===== src/include/core_settings.svh =====
`ifndef CORE_SETTINGS_SVH
`define CORE_SETTINGS_SVH

// Register and ALU word
`define CORE_DATA_W 32

// One RAM word holds one instruction
`define CORE_INSTR_W 16

`define CORE_ADDR_W 12

// Stack lives in the top page of the address space
`define CORE_SP_W 10

`define CORE_REG_AW 3

// First fetch after reset
`define CORE_RESET_IP 8

`define CORE_COND_REG 5  // Register tested by the jumps

`endif


===== src/logic/core_pkg.sv =====
`include "core_settings.svh"

package core_pkg;

    typedef enum logic [3:0] {
        OP_SYS   = 4'd0,
        OP_ARITH = 4'd1,
        OP_LOGIC = 4'd2,
        OP_STORE = 4'd3,
        OP_MOVLL = 4'd4,
        OP_MOVLH = 4'd5,
        OP_MOVHL = 4'd6,
        OP_MOVHH = 4'd7,
        OP_ADDB  = 4'd8,
        OP_SUBB  = 4'd9,
        OP_MULB  = 4'd10
    } op_e;

    // Function field of OP_SYS in bits 4..0
    typedef enum logic [4:0] {
        F_END    = 5'd0,
        F_RET    = 5'd1,
        F_NOP    = 5'd3,
        F_OUT    = 5'd12,
        F_PUSHL  = 5'd13,
        F_PUSHH  = 5'd14,
        F_MOV    = 5'd16,
        F_NOT    = 5'd17,
        F_NEG    = 5'd18,
        F_LDRAML = 5'd24,
        F_LDRAMH = 5'd25,
        F_POPL   = 5'd26,
        F_POPH   = 5'd27,
        F_MOVL   = 5'd29,
        F_MOVH   = 5'd30,
        F_MOVD   = 5'd31
    } func_e;

    typedef enum logic [2:0] {
        C_CALL, C_JMP, C_JEZ, C_JNZ, C_JAZ, C_JBZ, C_JAEZ, C_JBEZ
    } cond_e;

    typedef enum logic [3:0] {
        ALU_PASS, ALU_NOT, ALU_NEG, ALU_ADD, ALU_SUB, ALU_MUL, ALU_AND, ALU_OR, ALU_XOR
    } alu_op_e;

    typedef union packed {
        struct packed {
            logic                    kind;
            op_e                     op;
            logic [`CORE_REG_AW-1:0] rd;
            logic [`CORE_REG_AW-1:0] ra;
            logic [`CORE_REG_AW-1:0] rb;
            logic [1:0]              sub;
        } reg_f;
        struct packed {
            logic                    kind;
            op_e                     op;
            logic [`CORE_REG_AW-1:0] rd;
            logic [7:0]              imm;
        } imm_f;
        struct packed {
            logic                    kind;  // Set for the jump family
            cond_e                   cond;
            logic [`CORE_ADDR_W-1:0] addr;
        } jmp_f;
    } instr_u;

endpackage


===== src/logic/core_regfile.sv =====
`timescale 1ns/1ps
`include "core_settings.svh"

module core_regfile (
    input  logic                    CLK,
    input  logic                    arst_n,
    input  logic [`CORE_REG_AW-1:0] rd_idx0,
    input  logic [`CORE_REG_AW-1:0] rd_idx1,
    input  logic [`CORE_REG_AW-1:0] wr_idx,
    input  logic                    wr_en_h,
    input  logic                    wr_en_l,
    input  logic [`CORE_DATA_W-1:0] wr_data,
    output logic [`CORE_DATA_W-1:0] rd_data0,
    output logic [`CORE_DATA_W-1:0] rd_data1
);
    localparam int NREGS = 1 << `CORE_REG_AW;
    localparam int HALF  = `CORE_DATA_W / 2;

    logic [`CORE_DATA_W-1:0] regs [NREGS];

    always_ff @(posedge CLK or negedge arst_n) begin
        if (!arst_n) begin
            for (int i = 0; i < NREGS; i++) begin
                regs[i] <= '0;
            end
        end else begin
            if (wr_en_h) begin
                regs[wr_idx][`CORE_DATA_W-1:HALF] <= wr_data[`CORE_DATA_W-1:HALF];
            end
            if (wr_en_l) begin
                regs[wr_idx][HALF-1:0] <= wr_data[HALF-1:0];
            end
        end
    end

    assign rd_data0 = regs[rd_idx0];
    assign rd_data1 = regs[rd_idx1];

endmodule


===== src/logic/core_alu.sv =====
`timescale 1ns/1ps
`include "core_settings.svh"

module core_alu (
    input  core_pkg::alu_op_e       alu_op,
    input  logic [`CORE_DATA_W-1:0] arg0,
    input  logic [`CORE_DATA_W-1:0] arg1,
    output logic [`CORE_DATA_W-1:0] ans
);
    import core_pkg::*;

    always_comb begin
        case (alu_op)
            ALU_PASS: begin
                ans = arg0;
            end
            ALU_NOT: begin
                ans = ~arg0;
            end
            ALU_NEG: begin
                ans = -arg0;
            end
            ALU_ADD: begin
                ans = arg0 + arg1;
            end
            ALU_SUB: begin
                ans = arg0 - arg1;
            end
            ALU_MUL: begin
                ans = arg0 * arg1;  // Low word only
            end
            ALU_AND: begin
                ans = arg0 & arg1;
            end
            ALU_OR: begin
                ans = arg0 | arg1;
            end
            ALU_XOR: begin
                ans = arg0 ^ arg1;
            end
            default: begin
                ans = arg0;
            end
        endcase
    end

endmodule


===== src/logic/core_control.sv =====
`timescale 1ns/1ps
`include "core_settings.svh"

module core_control (
    input  logic                     CLK,
    input  logic                     arst_n,
    input  logic [`CORE_INSTR_W-1:0] ram_q,
    input  logic [`CORE_DATA_W-1:0]  rd_data0,
    input  logic [`CORE_DATA_W-1:0]  rd_data1,
    input  logic [`CORE_DATA_W-1:0]  alu_ans,
    output logic [`CORE_REG_AW-1:0]  rd_idx0,
    output logic [`CORE_REG_AW-1:0]  rd_idx1,
    output logic [`CORE_REG_AW-1:0]  wr_idx,
    output logic                     wr_en_h,
    output logic                     wr_en_l,
    output logic [`CORE_DATA_W-1:0]  wr_data,
    output core_pkg::alu_op_e        alu_op,
    output logic [`CORE_DATA_W-1:0]  alu_arg1,
    output logic [`CORE_ADDR_W-1:0]  ram_addr,
    output logic                     ram_wren,
    output logic [`CORE_INSTR_W-1:0] ram_data,
    output logic                     [`CORE_DATA_W-1:0] out_data,
    output logic                     running
);
    import core_pkg::*;

    localparam int HALF   = `CORE_DATA_W / 2;
    localparam int PAGE_W = `CORE_ADDR_W - `CORE_SP_W;

    typedef enum logic [2:0] {
        S_ISSUE, S_WAIT, S_EXEC, S_MADDR, S_MHIGH, S_MDATA, S_STORE, S_HALT
    } state_e;

    state_e                  state;
    instr_u                  ir;
    logic [`CORE_ADDR_W-1:0] ip;
    logic [`CORE_SP_W-1:0]   sp;
    logic [`CORE_REG_AW-1:0] pend_idx;
    logic                    pend_h;
    logic                    pend_l;

    op_e                     op;
    func_e                   func;
    cond_e                   cond;
    logic                    is_jump;
    logic                    is_sys;
    logic                    is_imm;
    logic                    is_movd;
    logic                    is_ret;
    logic                    exec_wr;
    logic                    write_high;
    logic                    taken;
    logic [`CORE_DATA_W-1:0] ex_data;
    logic [`CORE_ADDR_W-1:0] ip_inc;
    logic [`CORE_ADDR_W-1:0] ip_inc2;
    logic [`CORE_ADDR_W-1:0] jmp_target;
    logic [`CORE_SP_W-1:0]   sp_inc;
    logic [`CORE_SP_W-1:0]   sp_dec;

    assign op      = ir.reg_f.op;
    assign func    = func_e'({ir.reg_f.rb, ir.reg_f.sub});
    assign cond    = ir.jmp_f.cond;
    assign is_jump = ir.jmp_f.kind;
    assign is_sys  = !is_jump && (op == OP_SYS);
    assign is_imm  = !is_jump && (op inside {[OP_MOVLL:OP_MULB]});
    assign is_movd = is_sys && (func == F_MOVD);
    assign is_ret  = is_sys && (func == F_RET);

    assign ip_inc     = ip + 1'b1;
    assign ip_inc2    = ip + 2'd2;
    assign sp_inc     = sp + 1'b1;
    assign sp_dec     = sp - 1'b1;
    assign jmp_target = taken ? ir.jmp_f.addr : ip_inc;

    // r5 for jumps, rd for read-modify-write immediates
    assign rd_idx0  = is_jump ? `CORE_REG_AW'(`CORE_COND_REG) :
                      (is_imm ? ir.reg_f.rd : ir.reg_f.ra);
    assign rd_idx1  = ir.reg_f.rb;
    assign alu_arg1 = (!is_jump && (op == OP_ARITH || op == OP_LOGIC)) ?
                      rd_data1 : `CORE_DATA_W'(ir.imm_f.imm);

    assign write_high = (is_sys && func == F_PUSHH) ||
                        (!is_jump && op == OP_STORE && ir.reg_f.sub == 2'd1);

    always_comb begin
        alu_op = ALU_PASS;
        if (!is_jump) begin
            case (op)
                OP_ARITH: begin
                    case (ir.reg_f.sub)
                        2'd0: alu_op = ALU_ADD;
                        2'd1: alu_op = ALU_SUB;
                        default: alu_op = ALU_MUL;
                    endcase
                end
                OP_LOGIC: begin
                    case (ir.reg_f.sub)
                        2'd0: alu_op = ALU_AND;
                        2'd1: alu_op = ALU_OR;
                        default: alu_op = ALU_XOR;
                    endcase
                end
                OP_ADDB: alu_op = ALU_ADD;
                OP_SUBB: alu_op = ALU_SUB;
                OP_MULB: alu_op = ALU_MUL;
                OP_SYS: begin
                    if (func == F_NOT) begin
                        alu_op = ALU_NOT;
                    end else if (func == F_NEG) begin
                        alu_op = ALU_NEG;
                    end
                end
                default: alu_op = ALU_PASS;
            endcase
        end
    end

    // Byte inserts patch the passed-through rd
    always_comb begin
        ex_data = alu_ans;
        case (op)
            OP_MOVLL: ex_data[7:0]   = ir.imm_f.imm;
            OP_MOVLH: ex_data[15:8]  = ir.imm_f.imm;
            OP_MOVHL: ex_data[23:16] = ir.imm_f.imm;
            OP_MOVHH: ex_data[31:24] = ir.imm_f.imm;
            default: ;
        endcase
    end

    always_comb begin
        exec_wr = 1'b0;
        if (!is_jump) begin
            case (op)
                OP_ARITH, OP_LOGIC: exec_wr = (ir.reg_f.sub != 2'd3);
                OP_SYS: exec_wr = func inside {F_MOV, F_NOT, F_NEG};
                default: exec_wr = is_imm;
            endcase
        end
    end

    always_comb begin
        case (cond)
            C_CALL, C_JMP: taken = 1'b1;
            C_JEZ: taken = ~|rd_data0;
            C_JNZ: taken = |rd_data0;
            C_JAZ: taken = !rd_data0[`CORE_DATA_W-1] && |rd_data0;
            C_JBZ: taken = rd_data0[`CORE_DATA_W-1];
            C_JAEZ: taken = !rd_data0[`CORE_DATA_W-1];
            C_JBEZ: taken = rd_data0[`CORE_DATA_W-1] || ~|rd_data0;
            default: taken = 1'b0;
        endcase
    end

    always_comb begin
        wr_idx  = ir.reg_f.rd;
        wr_en_h = 1'b0;
        wr_en_l = 1'b0;
        wr_data = ex_data;
        case (state)
            S_EXEC: begin
                wr_en_h = exec_wr;
                wr_en_l = exec_wr;
            end
            S_MHIGH: begin  // First constant word of MOVD
                wr_idx  = pend_idx;
                wr_en_h = 1'b1;
                wr_data = {ram_q, ram_q};
            end
            S_MDATA: begin
                wr_idx  = pend_idx;
                wr_en_h = pend_h;
                wr_en_l = pend_l;
                wr_data = {ram_q, ram_q};
            end
            default: ;
        endcase
    end

    always_ff @(posedge CLK) begin
        if (state == S_WAIT) begin
            ir <= ram_q;
        end
        if (state == S_EXEC) begin
            pend_idx <= ir.reg_f.rd;
            if (is_jump) begin
                ram_data <= `CORE_INSTR_W'(ip_inc);  // Return address for CALL
            end else if (write_high) begin
                ram_data <= rd_data0[`CORE_DATA_W-1:HALF];
            end else begin
                ram_data <= rd_data0[HALF-1:0];
            end
        end
    end

    always_ff @(posedge CLK or negedge arst_n) begin
        if (!arst_n) begin
            state    <= S_ISSUE;
            ip       <= `CORE_ADDR_W'(`CORE_RESET_IP);
            ram_addr <= `CORE_ADDR_W'(`CORE_RESET_IP);
            sp       <= '1;
            ram_wren <= 1'b0;
            out_data <= '0;
            running  <= 1'b1;
            pend_h   <= 1'b0;
            pend_l   <= 1'b0;
        end else begin
            case (state)
                S_ISSUE: state <= S_WAIT;
                S_WAIT: state <= S_EXEC;
                S_EXEC: begin
                    state    <= S_ISSUE;
                    ip       <= ip_inc;
                    ram_addr <= ip_inc;
                    pend_h   <= 1'b0;
                    pend_l   <= 1'b0;
                    if (is_jump) begin
                        if (cond == C_CALL) begin
                            sp       <= sp_dec;
                            ram_addr <= {{PAGE_W{1'b1}}, sp};
                            ram_wren <= 1'b1;
                            ip       <= ir.jmp_f.addr;
                            state    <= S_STORE;
                        end else begin
                            ip       <= jmp_target;
                            ram_addr <= jmp_target;
                        end
                    end else if (op == OP_STORE && !ir.reg_f.sub[1]) begin
                        ram_addr <= rd_data1[`CORE_ADDR_W-1:0];
                        ram_wren <= 1'b1;
                        state    <= S_STORE;
                    end else if (is_sys) begin
                        case (func)
                            F_END: begin
                                running <= 1'b0;
                                state   <= S_HALT;
                            end
                            F_RET: begin
                                sp       <= sp_inc;
                                ram_addr <= {{PAGE_W{1'b1}}, sp_inc};
                                state    <= S_MADDR;
                            end
                            F_NOP: ;
                            F_OUT: out_data <= alu_ans;
                            F_PUSHL, F_PUSHH: begin
                                sp       <= sp_dec;
                                ram_addr <= {{PAGE_W{1'b1}}, sp};
                                ram_wren <= 1'b1;
                                state    <= S_STORE;
                            end
                            F_LDRAML, F_LDRAMH: begin
                                ram_addr <= rd_data0[`CORE_ADDR_W-1:0];
                                pend_l   <= (func == F_LDRAML);
                                pend_h   <= (func == F_LDRAMH);
                                state    <= S_MADDR;
                            end
                            F_POPL, F_POPH: begin
                                sp       <= sp_inc;
                                ram_addr <= {{PAGE_W{1'b1}}, sp_inc};
                                pend_l   <= (func == F_POPL);
                                pend_h   <= (func == F_POPH);
                                state    <= S_MADDR;
                            end
                            F_MOVL, F_MOVH, F_MOVD: begin
                                ip       <= ip_inc2;  // Skip the constant
                                pend_l   <= (func != F_MOVH);
                                pend_h   <= (func == F_MOVH);
                                state    <= S_MADDR;
                            end
                            default: ;
                        endcase
                    end
                end
                S_MADDR: begin
                    if (is_movd) begin
                        ram_addr <= ip;
                        ip       <= ip_inc;
                        state    <= S_MHIGH;
                    end else begin
                        state    <= S_MDATA;
                    end
                end
                S_MHIGH: state <= S_MDATA;
                S_MDATA: begin
                    state <= S_ISSUE;
                    if (is_ret) begin
                        ip       <= ram_q[`CORE_ADDR_W-1:0];
                        ram_addr <= ram_q[`CORE_ADDR_W-1:0];
                    end else begin
                        ram_addr <= ip;
                    end
                end
                S_STORE: begin
                    ram_wren <= 1'b0;
                    ram_addr <= ip;
                    state    <= S_ISSUE;
                end
                S_HALT: state <= S_HALT;
                default: state <= S_ISSUE;
            endcase
        end
    end

endmodule


===== src/logic/core_top.sv =====
`timescale 1ns/1ps
`include "core_settings.svh"

module core_top (
    input  logic                     CLK,
    input  logic                     arst_n,
    input  logic [`CORE_INSTR_W-1:0] ram_q,
    output logic [`CORE_ADDR_W-1:0]  ram_addr,
    output logic                     ram_wren,
    output logic [`CORE_INSTR_W-1:0] ram_data,
    output logic [`CORE_DATA_W-1:0]  out_data,
    output logic                     running
);
    import core_pkg::*;

    logic [`CORE_REG_AW-1:0] rd_idx0;
    logic [`CORE_REG_AW-1:0] rd_idx1;
    logic [`CORE_REG_AW-1:0] wr_idx;
    logic                    wr_en_h;
    logic                    wr_en_l;
    logic [`CORE_DATA_W-1:0] wr_data;
    logic [`CORE_DATA_W-1:0] rd_data0;
    logic [`CORE_DATA_W-1:0] rd_data1;
    logic [`CORE_DATA_W-1:0] alu_arg1;
    logic [`CORE_DATA_W-1:0] alu_ans;
    alu_op_e                 alu_op;

    core_control u_control (
        .CLK      (CLK),
        .arst_n   (arst_n),
        .ram_q    (ram_q),
        .rd_data0 (rd_data0),
        .rd_data1 (rd_data1),
        .alu_ans  (alu_ans),
        .rd_idx0  (rd_idx0),
        .rd_idx1  (rd_idx1),
        .wr_idx   (wr_idx),
        .wr_en_h  (wr_en_h),
        .wr_en_l  (wr_en_l),
        .wr_data  (wr_data),
        .alu_op   (alu_op),
        .alu_arg1 (alu_arg1),
        .ram_addr (ram_addr),
        .ram_wren (ram_wren),
        .ram_data (ram_data),
        .out_data (out_data),
        .running  (running)
    );

    core_regfile u_regfile (
        .CLK      (CLK),
        .arst_n   (arst_n),
        .rd_idx0  (rd_idx0),
        .rd_idx1  (rd_idx1),
        .wr_idx   (wr_idx),
        .wr_en_h  (wr_en_h),
        .wr_en_l  (wr_en_l),
        .wr_data  (wr_data),
        .rd_data0 (rd_data0),
        .rd_data1 (rd_data1)
    );

    // First operand always comes from read port 0
    core_alu u_alu (
        .alu_op (alu_op),
        .arg0   (rd_data0),
        .arg1   (alu_arg1),
        .ans    (alu_ans)
    );

endmodule


===== config.mk =====
export PLATFORM = sky130hd
export DESIGN_NAME = core_top
export DESIGN_NICKNAME = d
export VERILOG_FILES = /design/src/logic/core_pkg.sv /design/src/logic/core_regfile.sv /design/src/logic/core_alu.sv /design/src/logic/core_control.sv /design/src/logic/core_top.sv
export VERILOG_INCLUDE_DIRS = /design/src /design/src/include
export SDC_FILE = /design/constraint.sdc
export NUM_CORES = 2
export LEC_CHECK = 0
export BUFFER_PORTS_ARGS = -buffer_cell sky130_fd_sc_hd__buf_2
export CAP_MARGIN = 5
export CORE_ASPECT_RATIO = 1.5
export CORE_UTILIZATION = 40
export CTS_BUF_LIST = sky130_fd_sc_hd__clkbuf_8
export DETAILED_ROUTE_END_ITERATION = 8
export PLACE_DENSITY = 0.65
export SETUP_SLACK_MARGIN = 0.5
export SLEW_MARGIN = 15
export SYNTH_ARGS = -nofsm -noshare
export SYNTH_HDL_FRONTEND = slang
export SYNTH_SLANG_ARGS = --single-unit

===== constraint.sdc =====
create_clock -name CLK -period 26.1 [get_ports CLK]
set_input_delay 5.22 -clock CLK [delete_from_list [all_inputs] [get_ports CLK]]
set_output_delay 5.22 -clock CLK [all_outputs]
set_load 0.01 [all_outputs]

### Yosys cells after proc, flatten, opt, wreduce, memory -nomap -nowiden

Cells that the tools add are included.

| operators by class | value |
|---|---|
| shifts and indexed selects | 0 |
| divide/modulo/power cells | 0 |
| add/subtract/negate cells | 7 |
| reductions and logical operators | 47 |
| multiply operators | 1 |
| equal/unequal tests | 55 |
| multiplexer cells | 79 |
| order comparisons | 6 |
| bitwise logic cells | 9 |

Operators by type and width:

| operator | number |
|---|---|
| 256-bit bitwise mux | 2 |
| 256-bit 2-to-1 mux | 2 |
| 32-bit case mux with 8 select lines | 1 |
| 32-bit 2-to-1 mux | 7 |
| 32-bit binary-select mux with 3-bit select | 2 |
| 32-bit demux with 3-bit select | 2 |
| 12-bit 2-to-1 mux | 14 |
| 12-bit case mux with 3 select lines | 2 |
| 5-bit equality test, second input constant | 10 |
| 12-bit case mux with 4 select lines | 1 |
| 10-bit 2-to-1 mux | 4 |
| 32-bit adder | 1 |
| 32-bit AND | 1 |
| 4-bit by 3-bit equality test with 1-bit output, second input constant | 8 |
| 32-bit by 32-bit multiplier with 32-bit output | 1 |
| 16-bit 2-to-1 mux | 2 |
| 8-bit 2-to-1 mux | 4 |
| 32-bit negator | 1 |
| 32-bit NOT | 1 |
| 32-bit bitwise OR | 1 |
| 32-bit OR reduction | 1 |
| 32-bit subtractor | 1 |
| 32-bit XOR | 1 |
| 3-bit equality test, second input constant | 8 |
| 53 further kinds | 126 |

| word-level totals | value |
|---|---|
| output and inout bits | 62 |
| word-level logic and storage cells | 225 |
| ROM bits | 0 |
| RAM bits | 0 |
| latch bits | 0 |
| input bits | 18 |
| register bits | 364 |
| memories kept | 0 |

### Depth between registers and ports, before layout

| logic depth | value |
|---|---|
| word-level depth | 17 |
| depth in mapped cells | 44 |
| mapped depth without buffers | 36 |

### Modules after synthesis

Synthesis repeated with hierarchy kept, for this count alone.

| second synthesis, totals | value |
|---|---|
| cell total of the unflattened synthesis | 4,271 |
| area total of the unflattened synthesis | 41,678.7 um2 |

By module, submodules not included:

| module | sequential area each (um2) | cells each | area an instance (um2) | instances |
|---|---|---|---|---|
| core_alu | 0.0 | 2,506 | 20,104.3 | 1 |
| core_regfile | 6,406.1 | 783 | 13,560.5 | 1 |
| core_control | 2,894.0 | 982 | 8,013.9 | 1 |

### Worst setup path before layout

No wires, ideal clock.

| path | value |
|---|---|
| path type | reg-to-reg |
| start point | register u_control.ir[13] (netlist name) |
| end point | register u_regfile.regs[122] (netlist name) |
| arrival | 10.019 ns |
| path slack | 15.935 ns |
| cell stages (with the launch flop) | 40 |
| period minus slack after synthesis | 10.165 ns |
| data required time | 25.954 ns |
| buffers on the path | 9 |
| setup time | 0.146 ns |
| cells stage by stage | edfxtp_1 -> buf_6 -> nor2b_4 -> buf_6 -> a211o_4 -> o21ai_4 -> buf_6 -> buf_6 -> buf_8 -> buf_6 -> buf_2 -> a211oi_1 -> a311oi_1 -> or2_2 -> clkbuf_1 -> inv_1 -> buf_1 -> nor2_1 -> (+4 left out) -> fa_1 -> inv_1 -> fa_1 -> ha_1 -> fa_1 -> fa_1 -> ha_1 -> a2111oi_0 -> nand2_1 -> a2111oi_0 -> o31ai_1 -> a221o_1 -> xor2_1 -> a221oi_1 -> a41oi_1 -> o21a_1 -> o31ai_2 -> a31oi_1 |

| between the ends | value |
|---|---|
| cells in the longest elaborated chain, start to end | 17 |
| elaborated cells on any way between the ends | 50 |
| those cells by class | 3 x add/sub; 1 x mul; 2 x order compare; 14 x eq/ne; 19 x mux; 5 x bitwise; 6 x reduce/logical |

Ends and longest elaborated chain:

| what | RTL line | text |
|---|---|---|
| start, declared | core_control.sv:35 | `instr_u ir;` |
| start signal, assigned | core_control.sv:181 | `ir <= ram_q;` |
| 4-bit by 3-bit greater-or-equal comparator with 1-bit output / 4-bit <= comparator (equally long branches) | core_control.sv:65 | `assign is_imm = !is_jump && (op inside {[OP_MOVLL:OP_MULB]});` |
| 1-bit logical AND (2 in series) | core_control.sv:65 |  |
| 3-bit 2-to-1 mux | core_control.sv:77 | `(is_imm ? ir.reg_f.rd : ir.reg_f.ra);` |
| 3-bit 2-to-1 mux | core_control.sv:76 | `` assign rd_idx0 = is_jump ? `CORE_REG_AW'(`CORE_COND_REG) : `` |
| 3-bit NOT with 4-bit output (not written as such) | core_regfile.sv:36 | `assign rd_data0 = regs[rd_idx0];` |
| 32-bit binary-select mux with 3-bit select | core_regfile.sv:36 |  |
| 32-bit 2-to-1 mux (not written as such) (2 in series) | core_regfile.sv:36 |  |
| 32-bit by 32-bit multiplier with 32-bit output (tied with other cells) | core_alu.sv:30 | `ans = arg0 * arg1;` |
| 32-bit case mux with 8 select lines | core_alu.sv:13 | `case (alu_op)` |
| 8-bit 2-to-1 mux | core_control.sv:121 | `case (op)` |
| 32-bit 2-to-1 mux | core_control.sv:159 | `case (state)` |
| 256-bit bitwise mux | core_regfile.sv:28 | `` regs[wr_idx][`CORE_DATA_W-1:HALF] <= wr_data[`CORE_DATA_W-1:HALF]; `` |
| 256-bit 2-to-1 mux | core_regfile.sv:27 | `if (wr_en_h) begin` |
| 256-bit bitwise mux | core_regfile.sv:31 | `regs[wr_idx][HALF-1:0] <= wr_data[HALF-1:0];` |
| 256-bit 2-to-1 mux * | core_regfile.sv:30 | `if (wr_en_l) begin` |
| end signal, assigned by index | core_regfile.sv:28 |  |
| end signal, assigned by index | core_regfile.sv:31 |  |
| end, declared | core_regfile.sv:19 | `` logic [`CORE_DATA_W-1:0] regs [NREGS]; `` |

Every way passes the cells marked *; elsewhere a longest branch is shown, timed or not. The select of a mux whose other input is x is not followed.
A chain may end at the register's enable or synchronous reset.

### Worst setup path in the final report

| path | value |
|---|---|
| start point | register u_control.ir[15] (netlist name) |
| end point | register u_regfile.regs[218] (netlist name) |

| between the ends | value |
|---|---|
| cells in the longest elaborated chain, start to end | 16 |
| elaborated cells on any way between the ends | 38 |
| those cells by class | 3 x add/sub; 1 x mul; 8 x eq/ne; 18 x mux; 5 x bitwise; 3 x reduce/logical |

Ends and longest elaborated chain:

| what | RTL line |
|---|---|
| 1-bit logical NOT | core_control.sv:65, core_control.sv:79 |
| 1-bit logical AND | core_control.sv:65 |
| 3-bit 2-to-1 mux | core_control.sv:77 |
| 3-bit 2-to-1 mux | core_control.sv:76 |
| 3-bit NOT with 4-bit output (not written as such) | core_regfile.sv:36 |
| 32-bit binary-select mux with 3-bit select | core_regfile.sv:36 |
| 32-bit 2-to-1 mux (not written as such) (2 in series) | core_regfile.sv:36 |
| 32-bit by 32-bit multiplier with 32-bit output (tied with other cells) | core_alu.sv:30 |
| 32-bit case mux with 8 select lines | core_alu.sv:13 |
| 8-bit 2-to-1 mux | core_control.sv:121 |
| 32-bit 2-to-1 mux | core_control.sv:159 |
| 256-bit bitwise mux | core_regfile.sv:28 |
| 256-bit 2-to-1 mux | core_regfile.sv:27 |
| 256-bit bitwise mux | core_regfile.sv:31 |
| 256-bit 2-to-1 mux * | core_regfile.sv:30 |

Marks and branches as above.

==> flow_metrics.tcl <==
set metrics [dict create \
    cp_common_cell "fa_1" \
    h-tree-depth 2 \
    grt_max_degree 79 \
    synth_ff_type "dfrtp_1" \
    worstPathArrival_ns 13.57 \
    drt-initial-drc-count 4177 \
    max_slew_margin 0.109 \
    r2r-start "u_control.ir[15]$_DFFE_PP_" \
    criticalPathCategory "reg -> reg" \
    cts_made_buffers 54 \
    io_pins 80 \
    final_net_count 5555 \
    drive_gt1_frac 0.104 \
    crit_start "u_control.ir[15]$_DFFE_PP_" \
    die_area_um2 108000 \
    cts_buffer_depth 3 \
    max_cap_viol_count 0 \
    path_clk_slew_ns 0.07 \
    hold_viol_final 0 \
    final.min_clock_period_ns 13.02 \
    syn_area_per_cell_um2 8.59 \
    mappedNetlistArea_um2 42500 \
    slowest_stage "buf_4" \
    clock_sinks 364 \
    io_buffers 79 \
    grt-ovfl-total 0 \
    core-area_um2 105000 \
    vias 40389 \
    slowest_delay_ns 0.80 \
    antenna_found_initial 18 \
    synth_cell_types 111 \
    clk_latency_ns 0.71 \
    worstHoldPathType "reg -> reg" \
    start_util 0.403 \
    synthCells 4950 \
    final_common_cell "nand2_1" \
    wl_um 206000 \
    track_usage 0.387 \
    layout_common_cells "nand2_1 (710), nor2_1 (563), inv_1 (471), fa_1 (409), dfrtp_1 (316)" \
    die_w_um 268 \
    yosysWarnings 0 \
    cp_top_family "compound AO/OA/AOI/OAI gates" \
    hold_start "u_control.running$_DFFE_PN1P_" \
    drv_slew 0 \
    startpoint_type "flop" \
    syn-num-nets 5596 \
    cp-end-kind "flop" \
    fin_crit_sh 0.499 \
    cts_tree "built" \
    path_max_fanout 63 \
    post-cts-setup-buffers 0 \
    finClkSkew_ns 0.0458 \
    synthArstFlopShare 0.904 \
    grt_pass1_vias 40413 \
    synth_seq_cells 364 \
    clockRootBuffer "clkbuf_8" \
    grt_first_pass_wirelength_um 293000 \
    critPathRequiredTime_ns 26.65 \
    areaGrowthSynthToFinish_pct 7.80 \
    setup_violations 0 \
    ys_seq_area_frac 0.219 \
    hpwlAfterDp_um 150000 \
    hold_buffers 0 \
    status "complete, no violations" \
    placementRows 146 \
    rsz0062_at_grt "no" \
    dr.pass1.iters 9 \
    drcViolationCount 0 \
    viasPerCell 6.34 \
    gp_congestion 1.07 \
    critPathBufInv 8 \
    synth_edf_count 35 \
    r2r_slack_ns 13.08 \
    dieHeight_um 401 \
    final.setup.tns_ns 0 \
    worstMarginPinSlew_ns 1.34 \
    post_cts_resize_count 0 \
    max_clock_freq_ghz 0.0768 \
    avgRoutedWirePerCell_um 32.4 \
    ant_nets 0 \
]
logic make-up (layout without fill, tap and decap cells):
| group | count (synthesis) | count (layout) | synth area share |
|---|---|---|---|
| xor gates and xnor gates | 154 | 154 | 0.0353 |
| DFF | 364 | 364 | 0.219 |
| other | 0 | 8 | 0 |
| AOI/OAI and AO/OA | 1181 | 1181 | 0.187 |
| and+or+nand+nor | 1602 | 1602 | 0.160 |
| adders and majority gates | 633 | 633 | 0.258 |
| muxes | 197 | 197 | 0.0641 |
| buffers and inverters | 819 | 823 | 0.0768 |
flip-flops by register name, summed over array words and instances, names as in the netlist, 3 cells and up:
signal              flops
u_control.ip           12
u_control.ram_data     16
u_control.out_data     32
u_control.sp           10
u_control.pend_idx      3
u_control.state         3
u_control.ir           16
u_control.ram_addr     12
u_regfile.regs        256
final cells by class:
type / instances / area, µm²
Antenna cell: 8 / 20.0
Timing Repair Buffer: 235 / 1580
Fill cell: 10490 / 59600
Sequential cell: 364 / 9300
Clock buffer: 66 / 908
Inverter: 487 / 1830
Clock inverter: 35 / 293
Multi-Input combinational cell: 3767 / 30200
Tap cell: 1406 / 1760
per-layer routing:
layer,part of all wire,global-route usage,routed length (µm)
met5,0.00065,0,134
met4,0.12,0.380,25300
met3,0.11,0.120,21700
met2,0.45,0.603,93600
met1,0.32,0.407,65600
worst register-to-register path, delay by kind of cell, from the launching register on:
| kind | cells | cell delay [ns] |
|---|---|---|
| buffers and inverters | 8 | 2.44 |
| AO/OA/AOI/OAI | 12 | 4.91 |
| AND/OR/NAND/NOR | 4 | 1.05 |
| adder cells (fa/ha/maj) | 9 | 3.95 |
| XOR/XNOR | 1 | 0.18 |
| flip-flops | 1 | 0.36 |
cell usage after synthesis, types with 11 or more instances:
cell type  count  area share
nand4_1       31      0.0046
and2_1        17      0.0025
dfstp_2       13      0.0080
a221oi_1      35      0.0072
edfxtp_1      35       0.025
o21ai_1       68      0.0080
a22oi_1       25      0.0044
clkbuf_1     243       0.021
a21o_1        48      0.0085
xnor3_1       11      0.0058
nor2b_1       19      0.0028
mux4_2        57       0.030
nor4_1        12      0.0018
o211ai_1      39      0.0069
buf_2         43      0.0051
mux2_2        30      0.0079
a211oi_1      49      0.0087
nand3_1       70      0.0082
o21ai_0      286       0.034
a21oi_1      199       0.023
buf_1         23      0.0020
and3_1        36      0.0053
a311oi_1      28      0.0058
a2111oi_0     21      0.0043
o22ai_1       21      0.0031
a211o_1       13      0.0027
nand2_1      710       0.063
clkinv_1      13      0.0011
inv_2         14      0.0012
xnor2_1      105       0.022
nor3_1        51      0.0060
fa_1         409        0.19
nand2b_1      30      0.0044
dfrtp_1      316        0.19
inv_1        460       0.041
xor2_1        38      0.0078
buf_4         11      0.0019
ha_1         219       0.064
mux2i_1      109       0.026
o31ai_1       87       0.015
a22o_1        20      0.0041
a31oi_1       60      0.0088
o211a_1       28      0.0066
nor2_1       566       0.050
stage by stage:
stage / hold slack [ns] / cell area, µm² / instances / worst slack (ns) / utilization
2_1_floorplan: 0.439 / 42500 / 4950 / 15.94 / -
3_3_place_gp: 0.447 / 44600 / 6256 / 13.44 / 0.423
3_5_place_dp: 0.451 / 44600 / 6256 / 13.27 / 0.423
4_1_cts: 0.462 / 45800 / 6357 / 13.23 / 0.434
5_1_grt: 0.470 / 45800 / 6361 / 12.38 / 0.435
6_report: 0.459 / 45800 / 6368 / 13.08 / 0.435
path summary, 6_finish.rpt:
| check | endpoint | cells past startpoint |
|---|---|---|
| worst max-delay path | u_regfile.regs[218]$_DFFE_PN0P_ | 34 |
| worst min-delay path | u_control.running$_DFFE_PN1P_ | 1 |
| worst max register to register | u_regfile.regs[218]$_DFFE_PN0P_ | 34 |
| worst min register to register | u_control.running$_DFFE_PN1P_ | 1 |
| max in group asynchronous | u_control.out_data[25]$_DFFE_PN0P_ | 3 |
| min in group asynchronous | u_control.ip[4]$_DFFE_PN0P_ | 1 |
Power is not shown: default switching activity piles up to over one toggle a cycle in this logic, so the estimate is an artifact.
